<file path="src/source/ooo_pkg.sv">
package ooo_pkg;

    //////////////////////////////
    // Widths
    //////////////////////////////

    // Operand and result width
    localparam int DATA_BITS = 32;
    // Physical tag width
    localparam int TAG_BITS = 5;

    typedef logic [DATA_BITS-1:0] data_t;
    typedef logic [TAG_BITS-1:0]  tag_t;

    //////////////////////////////
    // Opcodes
    //////////////////////////////

    // MUL goes to the MULT bank, everything else to the ALU bank
    typedef enum logic [2:0] {
        ADD = 3'd0,
        SUB = 3'd1,
        AND = 3'd2,
        OR  = 3'd3,
        XOR = 3'd4,
        MUL = 3'd5
    } opcode_e;

    //////////////////////////////
    // Packed structs
    //////////////////////////////

    // One source operand
    // A ready operand still matches its tag against the CDB result,
    // so a ready operand carries its producer tag or a tag not in flight
    typedef struct packed {
        logic  ready;
        tag_t  tag;
        data_t value;
    } operand_t;

    // Reservation-station entry, also the dispatch payload
    typedef struct packed {
        logic     valid;
        opcode_e  op;
        tag_t     dest_tag;
        operand_t src1;
        operand_t src2;
    } rs_entry_t;

    // Issue to execute, operands fully resolved
    typedef struct packed {
        logic    valid;
        opcode_e op;
        tag_t    dest_tag;
        data_t   value1;
        data_t   value2;
    } issue_t;

    // Broadcast, value unused for the early tag
    typedef struct packed {
        logic  valid;
        tag_t  tag;
        data_t value;
    } cdb_t;

endpackage

</file>
<file path="src/source/rs_bank.sv">
`timescale 1ns/10ps

module rs_bank #(
    parameter int RS_SIZE = 4
) (
    input  logic                              clock,
    input  logic                              reset,
    input  logic                              alloc,
    input  ooo_pkg::rs_entry_t                alloc_entry,
    input  ooo_pkg::cdb_t                     early_tag,
    input  ooo_pkg::cdb_t                     cdb_out,
    input  logic                              clear,
    input  logic [$clog2(RS_SIZE)-1:0]        clear_idx,
    input  logic                              mispredict,
    output ooo_pkg::rs_entry_t [RS_SIZE-1:0]  entries,
    output logic                              full
);
    import ooo_pkg::*;

    // Per operand: woken by early tag, value arrives on next CDB
    logic [RS_SIZE-1:0][1:0] value_wait;

    logic [RS_SIZE-1:0]      valid_vec;
    logic [RS_SIZE-1:0]      free_slot;
    logic [RS_SIZE-1:0]      alloc_onehot;
    logic [RS_SIZE-1:0]      clear_onehot;

    // Snooped versions of stored entries and of the incoming one
    rs_entry_t [RS_SIZE-1:0] entry_snoop;
    logic [RS_SIZE-1:0][1:0] wait_snoop;
    rs_entry_t               alloc_snoop;
    logic [1:0]              alloc_wait;

    // Wakeup and capture for one operand
    function automatic operand_t snoop(input operand_t op, input logic wait_in,
                                       input cdb_t early, input cdb_t result,
                                       output logic wait_out);
        operand_t upd;
        upd      = op;
        wait_out = wait_in;
        // Result match: take value now
        if (result.valid && result.tag == op.tag && (!op.ready || wait_in)) begin
            upd.ready = 1'b1;
            upd.value = result.value;
            wait_out  = 1'b0;
        end else if (early.valid && early.tag == op.tag && !op.ready) begin
            // Early match: ready now, value one cycle later
            upd.ready = 1'b1;
            wait_out  = 1'b1;
        end
        return upd;
    endfunction

    //////////////////////////////
    // Slot selection
    //////////////////////////////

    always_comb begin
        for (int i = 0; i < RS_SIZE; i++) begin
            valid_vec[i] = entries[i].valid;
        end
        free_slot = ~valid_vec;
        // Lowest free slot, isolated as one-hot
        alloc_onehot = alloc ? (free_slot & (~free_slot + 1'b1)) : '0;
        clear_onehot = clear ? (RS_SIZE'(1) << clear_idx) : '0;
    end

    assign full = &valid_vec;

    //////////////////////////////
    // Operand snooping
    //////////////////////////////

    always_comb begin
        for (int i = 0; i < RS_SIZE; i++) begin
            entry_snoop[i]      = entries[i];
            entry_snoop[i].src1 = snoop(entries[i].src1, value_wait[i][0],
                                        early_tag, cdb_out, wait_snoop[i][0]);
            entry_snoop[i].src2 = snoop(entries[i].src2, value_wait[i][1],
                                        early_tag, cdb_out, wait_snoop[i][1]);
        end
        // Incoming entry sees the same broadcasts
        alloc_snoop       = alloc_entry;
        alloc_snoop.valid = 1'b1;
        alloc_snoop.src1  = snoop(alloc_entry.src1, 1'b0, early_tag, cdb_out, alloc_wait[0]);
        alloc_snoop.src2  = snoop(alloc_entry.src2, 1'b0, early_tag, cdb_out, alloc_wait[1]);
    end

    //////////////////////////////
    // Entry storage
    //////////////////////////////

    always_ff @(posedge clock) begin
        if (reset || mispredict) begin
            // Flush drops every entry
            for (int i = 0; i < RS_SIZE; i++) begin
                entries[i].valid <= 1'b0;
                value_wait[i]    <= 2'b00;
            end
        end else begin
            for (int i = 0; i < RS_SIZE; i++) begin
                if (alloc_onehot[i]) begin
                    entries[i]    <= alloc_snoop;
                    value_wait[i] <= alloc_wait;
                end else if (clear_onehot[i]) begin
                    // Issued this cycle
                    entries[i].valid <= 1'b0;
                    value_wait[i]    <= 2'b00;
                end else if (entries[i].valid) begin
                    entries[i]    <= entry_snoop[i];
                    value_wait[i] <= wait_snoop[i];
                end
            end
        end
    end

endmodule

</file>
<file path="src/source/issue_select.sv">
`timescale 1ns/10ps

module issue_select #(
    parameter int ALU_RS_SIZE  = 6,
    parameter int MULT_RS_SIZE = 2
) (
    input  ooo_pkg::rs_entry_t [ALU_RS_SIZE-1:0]  alu_entries,
    input  ooo_pkg::rs_entry_t [MULT_RS_SIZE-1:0] mult_entries,
    input  ooo_pkg::cdb_t                         cdb_out,
    input  logic [1:0]                            grant,
    input  logic                                  mispredict,
    output logic [1:0]                            request,
    output logic                                  alu_clear,
    output logic                                  mult_clear,
    output logic [$clog2(ALU_RS_SIZE)-1:0]        alu_clear_idx,
    output logic [$clog2(MULT_RS_SIZE)-1:0]       mult_clear_idx,
    output ooo_pkg::issue_t                       issue
);
    import ooo_pkg::*;

    localparam int MAX_SIZE      = (ALU_RS_SIZE > MULT_RS_SIZE) ? ALU_RS_SIZE : MULT_RS_SIZE;
    localparam int ALU_IDX_BITS  = $clog2(ALU_RS_SIZE);
    localparam int MULT_IDX_BITS = $clog2(MULT_RS_SIZE);

    logic [ALU_RS_SIZE-1:0]   alu_ready;
    logic [MULT_RS_SIZE-1:0]  mult_ready;
    logic [ALU_IDX_BITS-1:0]  alu_pick;
    logic [MULT_IDX_BITS-1:0] mult_pick;
    rs_entry_t                chosen;

    // Both operands known
    function automatic logic entry_ready(input rs_entry_t e);
        return e.valid && e.src1.ready && e.src2.ready;
    endfunction

    // Priority encoder, lowest index wins
    function automatic int lowest_set(input logic [MAX_SIZE-1:0] vec);
        int idx;
        idx = 0;
        for (int i = MAX_SIZE - 1; i >= 0; i--) begin
            if (vec[i]) begin
                idx = i;
            end
        end
        return idx;
    endfunction

    // Value still in flight on the CDB this cycle
    function automatic data_t resolve(input operand_t op, input cdb_t cdb);
        if (cdb.valid && cdb.tag == op.tag) begin
            return cdb.value;
        end
        return op.value;
    endfunction

    //////////////////////////////
    // Ready scan and requests
    //////////////////////////////

    always_comb begin
        for (int i = 0; i < ALU_RS_SIZE; i++) begin
            alu_ready[i] = entry_ready(alu_entries[i]);
        end
        for (int i = 0; i < MULT_RS_SIZE; i++) begin
            mult_ready[i] = entry_ready(mult_entries[i]);
        end
        alu_pick  = ALU_IDX_BITS'(lowest_set(MAX_SIZE'(alu_ready)));
        mult_pick = MULT_IDX_BITS'(lowest_set(MAX_SIZE'(mult_ready)));
        // Bit 0 ALU, bit 1 MULT; silent during flush
        request = {|mult_ready, |alu_ready} & {2{~mispredict}};
    end

    //////////////////////////////
    // Granted bank issues
    //////////////////////////////

    always_comb begin
        alu_clear      = grant[0] && request[0];
        mult_clear     = grant[1] && request[1];
        alu_clear_idx  = alu_pick;
        mult_clear_idx = mult_pick;
        chosen = mult_clear ? mult_entries[mult_pick] : alu_entries[alu_pick];
        issue  = '0;
        if (alu_clear || mult_clear) begin
            issue.valid    = 1'b1;
            issue.op       = chosen.op;
            issue.dest_tag = chosen.dest_tag;
            issue.value1   = resolve(chosen.src1, cdb_out);
            issue.value2   = resolve(chosen.src2, cdb_out);
        end
    end

endmodule

</file>
<file path="src/source/cdb_arbiter.sv">
`timescale 1ns/10ps

module cdb_arbiter (
    input  logic            clock,
    input  logic            reset,
    input  logic [1:0]      request,
    input  ooo_pkg::issue_t issue,
    output logic [1:0]      grant,
    output ooo_pkg::cdb_t   early_tag
);
    import ooo_pkg::*;

    // MULT bank held the slot most recently
    logic last_mult;

    //////////////////////////////
    // Round-robin grant
    //////////////////////////////

    always_comb begin
        case (request)
            2'b01: grant = 2'b01;
            2'b10: grant = 2'b10;
            // Contention goes to the bank not served last
            2'b11: grant = last_mult ? 2'b01 : 2'b10;
            default: grant = 2'b00;
        endcase
    end

    always_ff @(posedge clock) begin
        if (reset) begin
            last_mult <= 1'b0;
        end else if (|grant) begin
            last_mult <= grant[1];
        end
    end

    //////////////////////////////
    // Early tag
    //////////////////////////////

    // Issued tag announced one cycle ahead of its result
    assign early_tag.valid = issue.valid;
    assign early_tag.tag   = issue.dest_tag;
    assign early_tag.value = '0;

endmodule

</file>
<file path="src/source/exec_unit.sv">
`timescale 1ns/10ps

module exec_unit (
    input  logic            clock,
    input  logic            reset,
    input  ooo_pkg::issue_t issue,
    output ooo_pkg::cdb_t   cdb_out
);
    import ooo_pkg::*;

    data_t result;

    //////////////////////////////
    // Functional unit
    //////////////////////////////

    always_comb begin
        case (issue.op)
            ADD: result = issue.value1 + issue.value2;
            SUB: result = issue.value1 - issue.value2;
            AND: result = issue.value1 & issue.value2;
            OR:  result = issue.value1 | issue.value2;
            XOR: result = issue.value1 ^ issue.value2;
            // Low half of the product
            MUL: result = issue.value1 * issue.value2;
            default: result = '0;
        endcase
    end

    //////////////////////////////
    // Result register onto CDB
    //////////////////////////////

    always_ff @(posedge clock) begin
        cdb_out.tag   <= issue.dest_tag;
        cdb_out.value <= result;
        if (reset) begin
            cdb_out.valid <= 1'b0;
        end else begin
            cdb_out.valid <= issue.valid;
        end
    end

endmodule

</file>
<file path="src/source/ooo_core.sv">
`timescale 1ns/10ps

module ooo_core #(
    parameter int ALU_RS_SIZE  = 6,
    parameter int MULT_RS_SIZE = 2
) (
    input  logic               clock,
    input  logic               reset,
    input  logic               dispatch_valid,
    input  ooo_pkg::rs_entry_t dispatch,
    input  logic               mispredict,
    output logic               alu_full,
    output logic               mult_full,
    output ooo_pkg::cdb_t      cdb_out
);
    import ooo_pkg::*;

    // Bank contents
    rs_entry_t [ALU_RS_SIZE-1:0]  alu_entries;
    rs_entry_t [MULT_RS_SIZE-1:0] mult_entries;

    // Dispatch steering by opcode
    logic alu_alloc;
    logic mult_alloc;

    // Issue to bank clears
    logic                            alu_clear;
    logic                            mult_clear;
    logic [$clog2(ALU_RS_SIZE)-1:0]  alu_clear_idx;
    logic [$clog2(MULT_RS_SIZE)-1:0] mult_clear_idx;

    // Arbitration and broadcast
    logic [1:0] request;
    logic [1:0] grant;
    issue_t     issue;
    cdb_t       early_tag;

    assign alu_alloc  = dispatch_valid && (dispatch.op != MUL);
    assign mult_alloc = dispatch_valid && (dispatch.op == MUL);

    //////////////////////////////
    // Reservation stations
    //////////////////////////////

    rs_bank #(.RS_SIZE(ALU_RS_SIZE)) alu_rs (
        .clock      (clock),
        .reset      (reset),
        .alloc      (alu_alloc),
        .alloc_entry(dispatch),
        .early_tag  (early_tag),
        .cdb_out    (cdb_out),
        .clear      (alu_clear),
        .clear_idx  (alu_clear_idx),
        .mispredict (mispredict),
        .entries    (alu_entries),
        .full       (alu_full)
    );

    rs_bank #(.RS_SIZE(MULT_RS_SIZE)) mult_rs (
        .clock      (clock),
        .reset      (reset),
        .alloc      (mult_alloc),
        .alloc_entry(dispatch),
        .early_tag  (early_tag),
        .cdb_out    (cdb_out),
        .clear      (mult_clear),
        .clear_idx  (mult_clear_idx),
        .mispredict (mispredict),
        .entries    (mult_entries),
        .full       (mult_full)
    );

    //////////////////////////////
    // Issue, CDB and execute
    //////////////////////////////

    issue_select #(
        .ALU_RS_SIZE (ALU_RS_SIZE),
        .MULT_RS_SIZE(MULT_RS_SIZE)
    ) issue_sel (
        .alu_entries   (alu_entries),
        .mult_entries  (mult_entries),
        .cdb_out       (cdb_out),
        .grant         (grant),
        .mispredict    (mispredict),
        .request       (request),
        .alu_clear     (alu_clear),
        .mult_clear    (mult_clear),
        .alu_clear_idx (alu_clear_idx),
        .mult_clear_idx(mult_clear_idx),
        .issue         (issue)
    );

    cdb_arbiter cdb_arb (
        .clock    (clock),
        .reset    (reset),
        .request  (request),
        .issue    (issue),
        .grant    (grant),
        .early_tag(early_tag)
    );

    // Single registered stage, drives the CDB
    exec_unit exec (
        .clock  (clock),
        .reset  (reset),
        .issue  (issue),
        .cdb_out(cdb_out)
    );

endmodule

</file>
<file path="config.mk">
export PLATFORM = sky130hd
export DESIGN_NAME = ooo_core
export DESIGN_NICKNAME = d
export VERILOG_FILES = /design/src/source/ooo_pkg.sv /design/src/source/rs_bank.sv /design/src/source/issue_select.sv /design/src/source/cdb_arbiter.sv /design/src/source/exec_unit.sv /design/src/source/ooo_core.sv
export SDC_FILE = /design/constraint.sdc
export NUM_CORES = 2
export LEC_CHECK = 0
export ABC_CLOCK_PERIOD_IN_PS = 13400
export BUFFER_PORTS_ARGS = -buffer_cell sky130_fd_sc_hd__buf_2
export CAP_MARGIN = 15
export CORE_MARGIN = 2
export CORE_UTILIZATION = 30
export CTS_CLUSTER_SIZE = 28
export DETAILED_ROUTE_END_ITERATION = 10
export GPL_ROUTABILITY_DRIVEN = 0
export HOLD_SLACK_MARGIN = 0.1
export PLACE_DENSITY_LB_ADDON = 0.08
export SLEW_MARGIN = 20
export SYNTH_ARGS = -nofsm -noshare
export SYNTH_HDL_FRONTEND = slang
export SYNTH_HIERARCHICAL = 1
export SYNTH_SLANG_ARGS = --single-unit
</file>
<file path="constraint.sdc">
create_clock -name clock -period 13.4 [get_ports clock]
set_clock_uncertainty 0.15 [all_clocks]
set_input_delay 0.67 -clock clock [delete_from_list [all_inputs] [get_ports clock]]
set_output_delay 0.67 -clock clock [all_outputs]
set_load 0.01 [all_outputs]
</file>
==> impl_metrics.yaml <==
clock_tree:
  postCtsHoldBufs: 1
  cts_htree_levels: 3
  cts_buffers: 89
  clock_latency_ns: 0.71
  clk_path_buf_depth: 3
  cts_resized: 0
  cts_setup_buffers: 0
  clkSinkCount: 735
  cts_tree: "done"
  root_buffer: "clkbuf_16"
  clk_pin_slew_worst_paths_ns: 0.06
worst_setup_path:
  reg2reg_slack_ns: 1.84
  reg2reg_depth: 33
  end_kind: "flop"
  arrival_ns: 12.04
  rr_endpoint: "exec/cdb_out[30]$_SDFF_PN0_"
  cpMostUsedCell: "fa_1"
  crit_slowest_cell: "a21oi_2"
  path_max_fanout: 45
  criticalPathCategory: "reg -> reg"
  r2r-start: "alu_rs/entries[122]$_DFFE_PP_"
  crit_path_start_kind: "flop"
  critical-path-max-stage-delay_ns: 0.94
  cp.required_ns: 13.89
route:
  wl_per_cell_um: 27.65
  dr.pass1.iters: 6
  drtAntennaViolNets: 0
  dr_total_vias: 46660
  drc: 0
  avgViaCountPerCell: 5.475
  wl_um: 235700
  drtIter0Drc: 3670
power:
  ir_worst_vdd_mv: 0.08602
  power.leakage_nw: 23.51
  power.density_nw_per_um2: 76.66
timing:
  slew_violations: 0
  hold_viol_final: 0
  worst_slack_ns: 1.841
  period_minus_slack_ns: 11.56
  rsz0062_at_grt: "no"
  setup_viol: 0
  finalCritPeriodShare_pct: 86.26
  worst_slew_pin_slew_ns: 1.180
  slew_headroom_pct: 21.35
  tns_ns: 0
  fmax_mhz: 86.51
final_layout:
  final_cell_mix: "943 x nand2_1, 672 x edfxtp_1, 504 x a22o_1"
  nets: 6638
  stdcell_count: 8523
  layout_commonest_cell: "nand2_1"
  drive_above_1_share_pct: 10.62
  syn_to_final_growth_pct: 12.43
die:
  row_count: 161
  io_pins: 129
  dieArea_um2: 197900
  core_area_um2: 192800
  die_x_um: 444.9
  initial_utilization_pct: 30.25
  die_h_um: 444.9
status:
  status: "finished, final reports clean"
synth:
  syn-num-nets: 6612
  syn-cell-area_um2: 58320
  synthCells: 5895
  yosysWarnings: 6
  syn_avg_cell_area_um2: 9.894
hold_path:
  hold_class: "in -> reg"
  worstHoldStart: "dispatch[78]"
  min_path_cells: 2
  hold_path_end: "alu_rs/entries[333]$_DFFE_PP_"
place:
  pre_cts_ws_ns: 1.902
  dp_cells: 8354
  portBuffers: 127
  dp.final_hpwl_um: 161400
global_routing:
  grtUsageTotal_pct: 23.56
  gr-total-overflow: 0
  grt_pass1_wl_um: 341900
  grt_max_degree: 91
  antenna_found_initial: 29
  grt_pass1_vias: 46550
job:
  cap_violations: 0
-- routing by layer --
metal / up-vias / track usage [%] / routed length, um
li1: 20910 / - / -
met1: 24120 / 32.84 / 106500
met2: 1345 / 38.95 / 112300
met3: 281 / 2.250 / 10090
met4: 6 / 6.376 / 6722
met5: - / 0 / 39
-- through the flow --
step	total power, mW	cell area, um^2	hold WS (ns)	utilization, %
2_1_floorplan	2.632	58320	0.2972	-
3_3_place_gp	2.741	62810	0.3218	32.58
3_5_place_dp	2.743	62830	0.3155	32.59
4_1_cts	5.073	65530	0.1163	33.99
5_1_grt	5.169	65560	0.1631	34.01
6_report	5.026	65570	0.1737	34.01
-- flip-flops by register name, summed over array words and instances, names as in the netlist --
| register | count |
|---|---|
| exec/cdb_out | 38 |
| mult_rs/entries | 170 |
| alu_rs/value_wait | 12 |
| cdb_arb/last_mult | 1 |
| alu_rs/entries | 510 |
| mult_rs/value_wait | 4 |
-- worst max path at each step --
stage	startpoint	end	slack [ns]	cells after the start
after CTS	alu_rs/entries[169]$_SDFFE_PP0P_	exec/cdb_out[30]$_SDFF_PN0_	1.82	35
after global placement	alu_rs/entries[122]$_DFFE_PP_	exec/cdb_out[30]$_SDFF_PN0_	1.94	34
after global routing	alu_rs/entries[122]$_DFFE_PP_	exec/cdb_out[30]$_SDFF_PN0_	1.30	37
after detailed placement	alu_rs/entries[169]$_SDFFE_PP0P_	exec/cdb_out[30]$_SDFF_PN0_	1.90	34
after floorplan	alu_rs/entries[122]$_DFFE_PP_	exec/cdb_out[31]$_SDFF_PN0_	3.53	35
final	alu_rs/entries[122]$_DFFE_PP_	exec/cdb_out[30]$_SDFF_PN0_	1.84	33
-- worst max-delay path, delay by kind of cell, from the launching register on --
| family | cells | cell delay (ns) |
|---|---|---|
| AO/OA/AOI/OAI | 7 | 2.15 |
| adder cells (fa/ha/maj) | 9 | 4.22 |
| AND/OR/NAND/NOR | 10 | 3.00 |
| buffers and inverters | 7 | 1.49 |
| flip-flops | 1 | 0.45 |
-- area by class of cell --
cell class	instances	area [um^2]
sequential	735	21450
timing repair buffer	399	3005
clock inverter	37	255.2
fill	19590	127200
antenna	9	22.52
inverter	449	1700
multi-input combinational	4247	33540
tap	2526	3161
clock buffer	121	2435
-- power by group --
part / leakage [nW] / internal (mW) / switching (mW)
clock network: 1.32 / 1.29 / 1.04
registers: 6.83 / 2.48 / 0.00384
logic: 15.4 / 0.0614 / 0.145
Note: power is estimated with default switching activity, not from simulation.
